### src/ecc_pkg.sv
package ecc_pkg;

  localparam int DATA_WIDTH = 64;
  localparam int ECC_WIDTH = 8;
  localparam int CODE_WIDTH = DATA_WIDTH + ECC_WIDTH;
  localparam int BURST_WORDS = 4;
  localparam int ADDR_WIDTH = 4;

  // check byte sits above the data word.
  typedef struct packed {
    logic [ECC_WIDTH-1:0] ecc;
    logic [DATA_WIDTH-1:0] data;
  } code_fields_t;

  // one codeword, seen either as a flat vector or as ecc over data.
  typedef union packed {
    logic [CODE_WIDTH-1:0] raw;
    code_fields_t fields;
  } code_word_u;

  typedef code_word_u [BURST_WORDS-1:0] code_burst_t;

  typedef logic [BURST_WORDS-1:0][DATA_WIDTH-1:0] data_burst_t;

  // hsiao check column of codeword bit n.
  // data bits use all weight-3 bytes, then the lowest weight-5 bytes,
  // each group in ascending order. check bits are unit columns.
  function automatic logic [ECC_WIDTH-1:0] h_column(input int n);
    logic [ECC_WIDTH-1:0] col;
    int idx;
    col = '0;
    idx = 0;
    if (n >= DATA_WIDTH) begin
      col[n-DATA_WIDTH] = 1'b1;
    end else begin
      for (int weight = 3; weight <= 5; weight += 2) begin
        for (int v = 0; v < 2**ECC_WIDTH; v++) begin
          if ($countones(v) == weight) begin
            if (idx == n) col = ECC_WIDTH'(v);
            idx++;
          end
        end
      end
    end
    return col;
  endfunction

endpackage
### src/ecc_top.sv
`timescale 1ns/1ps

module ecc_top import ecc_pkg::*; (
  input  logic                   clk,
  input  logic                   reset,
  input  logic                   wr_en,
  input  logic [ADDR_WIDTH-1:0]  wr_addr,
  input  data_burst_t            wr_data,
  input  code_burst_t            wr_flip,
  input  logic                   rd_en,
  input  logic [ADDR_WIDTH-1:0]  rd_addr,
  input  logic                   correct_en,
  input  logic                   clear_stats,
  output logic                   rd_valid,
  output data_burst_t            rd_data,
  output logic [BURST_WORDS-1:0] ecc_single,
  output logic [BURST_WORDS-1:0] ecc_multiple,
  output logic [15:0]            single_count,
  output logic [15:0]            multiple_count,
  output logic [ADDR_WIDTH-1:0]  err_addr
);

  logic                  enc_we;
  logic [ADDR_WIDTH-1:0] enc_addr;
  code_burst_t           enc_burst;
  logic                  mem_valid;
  code_burst_t           mem_burst;
  logic [ADDR_WIDTH-1:0] rd_addr_d1;
  logic [ADDR_WIDTH-1:0] log_addr;

  ecc_merge_enc u_enc (
    .clk       (clk),
    .reset     (reset),
    .wr_en     (wr_en),
    .wr_addr   (wr_addr),
    .wr_data   (wr_data),
    .wr_flip   (wr_flip),
    .enc_we    (enc_we),
    .enc_addr  (enc_addr),
    .enc_burst (enc_burst)
  );

  ecc_burst_mem u_mem (
    .clk       (clk),
    .reset     (reset),
    .enc_we    (enc_we),
    .enc_addr  (enc_addr),
    .enc_burst (enc_burst),
    .rd_en     (rd_en),
    .rd_addr   (rd_addr),
    .mem_valid (mem_valid),
    .mem_burst (mem_burst)
  );

  ecc_dec_fix u_dec (
    .clk          (clk),
    .reset        (reset),
    .mem_burst    (mem_burst),
    .mem_valid    (mem_valid),
    .correct_en   (correct_en),
    .rd_data      (rd_data),
    .rd_valid     (rd_valid),
    .ecc_single   (ecc_single),
    .ecc_multiple (ecc_multiple)
  );

  // address follows the memory and decoder stages.
  always_ff @(posedge clk) begin
    rd_addr_d1 <= rd_addr;
    log_addr   <= rd_addr_d1;
  end

  ecc_status_log u_log (
    .clk            (clk),
    .reset          (reset),
    .clear_stats    (clear_stats),
    .rd_valid       (rd_valid),
    .log_addr       (log_addr),
    .ecc_single     (ecc_single),
    .ecc_multiple   (ecc_multiple),
    .single_count   (single_count),
    .multiple_count (multiple_count),
    .err_addr       (err_addr)
  );

endmodule

### src/ecc_status_log.sv
`timescale 1ns/1ps

module ecc_status_log import ecc_pkg::*; (
  input  logic                   clk,
  input  logic                   reset,
  input  logic                   clear_stats,
  input  logic                   rd_valid,
  input  logic [ADDR_WIDTH-1:0]  log_addr,
  input  logic [BURST_WORDS-1:0] ecc_single,
  input  logic [BURST_WORDS-1:0] ecc_multiple,
  output logic [15:0]            single_count,
  output logic [15:0]            multiple_count,
  output logic [ADDR_WIDTH-1:0]  err_addr
);

  logic single_hit;
  logic multiple_hit;

  // one count per read, however many words were hit.
  assign single_hit   = rd_valid && (|ecc_single);
  assign multiple_hit = rd_valid && (|ecc_multiple);

  always_ff @(posedge clk) begin
    if (reset) begin
      single_count   <= '0;
      multiple_count <= '0;
    end else if (clear_stats) begin
      single_count   <= '0; // clear beats a same-cycle increment.
      multiple_count <= '0;
    end else begin
      if (single_hit && (single_count != '1)) begin
        single_count <= single_count + 16'd1;
      end
      if (multiple_hit && (multiple_count != '1)) begin
        multiple_count <= multiple_count + 16'd1;
      end
    end
  end

  always_ff @(posedge clk) begin
    if (reset) begin
      err_addr <= '0;
    end else if (single_hit || multiple_hit) begin
      err_addr <= log_addr; // last errored burst.
    end
  end

endmodule

### src/ecc_dec_fix.sv
`timescale 1ns/1ps

module ecc_dec_fix import ecc_pkg::*; (
  input  logic                   clk,
  input  logic                   reset,
  input  code_burst_t            mem_burst,
  input  logic                   mem_valid,
  input  logic                   correct_en,
  output data_burst_t            rd_data,
  output logic                   rd_valid,
  output logic [BURST_WORDS-1:0] ecc_single,
  output logic [BURST_WORDS-1:0] ecc_multiple
);

  logic [CODE_WIDTH-1:0][ECC_WIDTH-1:0] h_cols;
  logic [ECC_WIDTH-1:0][CODE_WIDTH-1:0] h_rows;
  logic [BURST_WORDS-1:0][ECC_WIDTH-1:0] syndrome_ns;
  logic [BURST_WORDS-1:0][ECC_WIDTH-1:0] syndrome_r;
  data_burst_t payload_r;
  logic status_valid_r;
  logic [BURST_WORDS-1:0][DATA_WIDTH-1:0] flip_bits;

  for (genvar n = 0; n < CODE_WIDTH; n++) begin : g_col
    assign h_cols[n] = h_column(n);
    for (genvar m = 0; m < ECC_WIDTH; m++) begin : g_row
      assign h_rows[m][n] = h_cols[n][m];
    end
  end

  always_comb begin
    for (int w = 0; w < BURST_WORDS; w++) begin
      for (int m = 0; m < ECC_WIDTH; m++) begin
        syndrome_ns[w][m] = ^(mem_burst[w].raw & h_rows[m]);
      end
    end
  end

  always_ff @(posedge clk) begin
    syndrome_r <= syndrome_ns;
    for (int w = 0; w < BURST_WORDS; w++) begin
      payload_r[w] <= mem_burst[w].fields.data; // check byte is dropped here.
    end
  end

  always_ff @(posedge clk) begin
    if (reset) begin
      status_valid_r <= 1'b0;
    end else begin
      status_valid_r <= mem_valid;
    end
  end

  assign rd_valid = status_valid_r;

  // a data bit is wrong when its column matches the syndrome.
  // check-bit columns never match a data column, so those errors flip nothing.
  always_comb begin
    for (int w = 0; w < BURST_WORDS; w++) begin
      for (int n = 0; n < DATA_WIDTH; n++) begin
        flip_bits[w][n] = (h_cols[n] == syndrome_r[w]);
      end
    end
  end

  always_comb begin
    for (int w = 0; w < BURST_WORDS; w++) begin
      if (correct_en) begin
        rd_data[w] = payload_r[w] ^ flip_bits[w];
      end else begin
        rd_data[w] = payload_r[w];
      end
    end
  end

  // odd weight means one bit in error, even weight means two or more.
  always_comb begin
    for (int w = 0; w < BURST_WORDS; w++) begin
      ecc_single[w]   = status_valid_r && (|syndrome_r[w]) && (^syndrome_r[w]);
      ecc_multiple[w] = status_valid_r && (|syndrome_r[w]) && !(^syndrome_r[w]);
    end
  end

endmodule

### src/ecc_burst_mem.sv
`timescale 1ns/1ps

module ecc_burst_mem import ecc_pkg::*; (
  input  logic                  clk,
  input  logic                  reset,
  input  logic                  enc_we,
  input  logic [ADDR_WIDTH-1:0] enc_addr,
  input  code_burst_t           enc_burst,
  input  logic                  rd_en,
  input  logic [ADDR_WIDTH-1:0] rd_addr,
  output logic                  mem_valid,
  output code_burst_t           mem_burst
);

  // one entry per burst address, stands in for the dram.
  code_burst_t mem [2**ADDR_WIDTH];

  always_ff @(posedge clk) begin
    if (enc_we) begin
      mem[enc_addr] <= enc_burst;
    end
  end

  always_ff @(posedge clk) begin
    if (rd_en) begin
      mem_burst <= mem[rd_addr];
    end
  end

  always_ff @(posedge clk) begin
    if (reset) begin
      mem_valid <= 1'b0;
    end else begin
      mem_valid <= rd_en;
    end
  end

endmodule

### src/ecc_merge_enc.sv
`timescale 1ns/1ps

module ecc_merge_enc import ecc_pkg::*; (
  input  logic                  clk,
  input  logic                  reset,
  input  logic                  wr_en,
  input  logic [ADDR_WIDTH-1:0] wr_addr,
  input  data_burst_t           wr_data,
  input  code_burst_t           wr_flip,
  output logic                  enc_we,
  output logic [ADDR_WIDTH-1:0] enc_addr,
  output code_burst_t           enc_burst
);

  logic [ECC_WIDTH-1:0][DATA_WIDTH-1:0] h_rows;
  code_burst_t clean_burst;
  code_burst_t enc_next;

  // data part of the check matrix, turned into row masks.
  for (genvar n = 0; n < DATA_WIDTH; n++) begin : g_col
    logic [ECC_WIDTH-1:0] col;
    assign col = h_column(n);
    for (genvar m = 0; m < ECC_WIDTH; m++) begin : g_row
      assign h_rows[m][n] = col[m];
    end
  end

  always_comb begin
    for (int w = 0; w < BURST_WORDS; w++) begin
      clean_burst[w].fields.data = wr_data[w];
      for (int m = 0; m < ECC_WIDTH; m++) begin
        clean_burst[w].fields.ecc[m] = ^(wr_data[w] & h_rows[m]);
      end
      enc_next[w].raw = clean_burst[w].raw ^ wr_flip[w].raw; // fault injection.
    end
  end

  always_ff @(posedge clk) begin
    if (reset) begin
      enc_we <= 1'b0;
    end else begin
      enc_we <= wr_en;
    end
  end

  always_ff @(posedge clk) begin
    enc_addr  <= wr_addr;
    enc_burst <= enc_next;
  end

endmodule

### config.mk
export PLATFORM = sky130hd
export DESIGN_NAME = ecc_top
export DESIGN_NICKNAME = d
export VERILOG_FILES = /design/src/ecc_pkg.sv /design/src/ecc_top.sv /design/src/ecc_status_log.sv /design/src/ecc_dec_fix.sv /design/src/ecc_burst_mem.sv /design/src/ecc_merge_enc.sv
export SDC_FILE = /design/constraint.sdc
export NUM_CORES = 2
export LEC_CHECK = 0
export BUFFER_PORTS_ARGS = -buffer_cell sky130_fd_sc_hd__buf_2
export CAP_MARGIN = 25
export CORE_ASPECT_RATIO = 0.8
export CORE_MARGIN = 2
export CORE_UTILIZATION = 33
export DETAILED_ROUTE_END_ITERATION = 10
export GPL_TIMING_DRIVEN = 0
export PLACE_DENSITY = 0.45
export SLEW_MARGIN = 40
export SYNTH_ARGS = -nofsm -noshare
export SYNTH_HDL_FRONTEND = slang
export SYNTH_MEMORY_MAX_BITS = 65536
export SYNTH_SLANG_ARGS = --single-unit
### constraint.sdc
create_clock -name clk -period 57.1 [get_ports clk]
set_clock_uncertainty 0.15 [all_clocks]
set_input_delay 2.855 -clock clk [delete_from_list [all_inputs] [get_ports clk]]
set_output_delay 2.855 -clock clk [all_outputs]
set_load 0.02 [all_outputs]
==> summary.md <==
| Metric | Value |
|---|---|
| FMAX | `106 MHz` |
| Nets@finish | `12.6k` |
| Hold-fix buffers at CTS | `0` |
| Post-synthesis area per instance | `21.7 um^2` |
| EDFF count, synth | `4896` |
| CTS clock-pin slew for the worst setup and hold paths | `0.06 ns` |
| Die Ht | `722 um` |
| Final instance area | `259000 um^2` |
| Tmin final | `9.43 ns` |
| Setup TNS | `0 ns` |
| Via count of the routed design | `107k` |
| Root Buffer | `clkbuf_16` |
| TritonCTS clock tree | `built` |
| Clk_lat worst skew | `1.08 ns` |
| Post-synth top area share | `0.691` |
| Num CTS Buffers | `582` |
| Post CTS Setup Buffer Count | `0` |
| Final period util | `0.165` |
| DP HPWL | `524000 um` |
| Slew HR | `0.237` |
| Primary FF master, synth | `edfxtp_1` |
| Syn Inst Count | `9783` |
| Core footprint | `642000 um^2` |
| Peak VDD IR | `0.0436 mV` |
| Die area | `651000 um^2` |
| CP arrival | `6.42 ns` |
| Detailed-route DRC error count | `0` |
| I/O Buffers | `857` |
| DRT antenna net count | `0` |
| # IOs | `859` |
| RSZ-0062 raised after global routing | `no` |
| Mapped Area | `213000 um^2` |
| First-pass GRT wire length | `954000 um` |
| Die width | `901 um` |
| Placer Congestion | `0.880` |
| Slew at the pin with the worst max-slew slack | `1.14 ns` |
| Vias in the first global route | `109k` |
| Post-synth ARST share | `0` |
| Placed Area | `240000 um^2` |
| Share of layout cells above drive strength 1 | `0.342` |
| Top fanout value on the critical path | `11` |
| Largest net degree at the start of global routing | `53` |
| Unique masters post-synth | `47` |
| Most common cell after layout, fill and taps aside | `edfxtp_1` |
| CTS sink cnt | `5523` |
| Kind of critical path | `input port to output pin` |
| WL final | `714000 um` |
| Leakage | `85.5 nW` |
| Row count | `263` |
| Hold WC Path Type | `flip-flop to flip-flop` |
| Clock tree buffer depth | `4` |
| Worst setup EP type | `output pin` |
| Vias per Instance | `5.10` |
| Tot GR Track Use | `0.214` |
| Initial DRT Pass Iterations | `7` |
| Final setup viols | `0` |
| Most frequent cells in the layout | `4896 x edfxtp_1, 1406 x mux4_2, 1091 x buf_2` |
| Total power draw | `9.92 mW` |
| Yosys warns | `0` |
| Worst setup SP type | `input port` |
| Starting density of the core | `0.331` |
| # Max-Cap Violations | `0` |
| Post-CTS sizing | `0` |
| Area Growth Syn to Fin | `21.9%` |
| Flops & latches, synth | `5523` |
| Share of the yosys chip area belonging to registers | `0.751` |
| Syn nets | `10.4k` |
| Grt ovf | `0` |
| H-tree levels | `6` |
| Drt initial violations | `11.7k` |
| Average routed wire per standard cell | `34.0 um` |
| Total power per unit cell area | `38.3 nW/um^2` |
| Status | `finished clean` |
| Area leader, netlist | `edfxtp_1` |
| WP data required | `54.10 ns` |
| Final hold vios | `0` |
| Initial antenna violation count | `61` |
| Pins Over Slew Limit | `0` |
| Area contributors post-synth | `edfxtp_1 69%, mux4_2 15%, dfxtp_1 5.9%` |
## cell families after synthesis
logic type	Yosys count	synth area share
adders and majority gates	66	0.00388
AOI/OAI and AO/OA	124	0.00394
muxes	1447	0.151
xor gates and xnor gates	1690	0.0702
and+or+nand+nor	512	0.0117
buffers and inverters	421	0.00890
DFF	5523	0.751
## path summary, 6_finish.rpt
path                            slack, ns  cells after the start           endpoint          start
worst max-delay path                47.67                      9       rd_data[222]     correct_en
worst min-delay path                 0.17                      0        log_addr[3]  rd_addr_d1[3]
worst max register to register      52.03                     18  u_mem.mem[0][116]   u_enc.enc_we
worst min register to register       0.17                      0        log_addr[3]  rd_addr_d1[3]
## registers in the layout (all words and copies together), names as in the netlist
name	count
u_enc.enc_burst	288
u_log.single_count	16
log_addr	4
u_log.multiple_count	16
u_mem.mem_burst	288
u_mem.mem_valid	1
u_mem.mem	4608
u_dec.syndrome_r	32
u_dec.payload_r	256
u_dec.rd_valid	1
rd_addr_d1	4
u_enc.enc_we	1
u_enc.enc_addr	4
u_log.err_addr	4
## power breakdown
| group | leakage, nW | switching, mW | internal (mW) | total (mW) |
|---|---|---|---|---|
| clock | 9.33 | 1.64 | 2.18 | 3.81 |
| combinational | 26.6 | 0.793 | 0.475 | 1.27 |
| sequential | 49.6 | 0.200 | 4.64 | 4.84 |
| total | 85.5 | 2.63 | 7.29 | 9.92 |
## layout make-up
class | instances | area (um^2)
inverter | 35 | 131
clock inverter | 258 | 2980
multi-input combinational | 3839 | 51700
buffer | 386 | 2050
tap | 8480 | 10600
sequential | 5523 | 160000
fill | 56700 | 383000
timing repair buffer | 1594 | 15800
antenna | 40 | 100
clock buffer | 818 | 16200
## Yosys cell counts (35+ instances only)
library cell	number
xor2_1	593
inv_1	35
nand2_1	69
mux4_2	1406
mux2i_1	41
nand4_1	78
edfxtp_1	4896
ha_1	66
a21oi_1	51
buf_2	114
dfxtp_1	627
xnor2_1	1087
nor2b_1	39
nor2_1	193
clkbuf_1	216
nand3_1	67
## per-layer routing
layer | GRT usage | share of wire | routed length (um) | vias up
li1 | - | - | - | 43900
met1 | 0.298 | 0.43 | 310000 | 58800
met2 | 0.353 | 0.48 | 345000 | 3582
met3 | 0.0324 | 0.056 | 40000 | 758
met4 | 0.0524 | 0.026 | 18800 | 4
met5 | 0 | 0.000029 | 21 | -
## critical path, cell delays in order
cell and delay [ns]:
buf_4 0.49, clkbuf_4 0.47, buf_12 0.21, clkbuf_4 0.38, buf_12 0.25, nand3_1 0.48
nor2_1 0.28, xor2_1 0.52, buf_2 0.28
## stage by stage
| step | setup WS [ns] | utilization | hold slack (ns) | instances |
|---|---|---|---|---|
| final | 47.67 | 0.404 | 0.174 | 21000 |
| after global routing | 47.63 | 0.404 | 0.180 | 20900 |
| after CTS | 47.56 | 0.404 | 0.176 | 20900 |
| after detailed placement | 47.58 | 0.374 | 0.162 | 19900 |
| after global placement | -0.828 | 0.355 | 0.163 | 19100 |
| after floorplan | 35.46 | - | 0.160 | 9783 |
No activity file was read; power rests on OpenSTA's default activity.
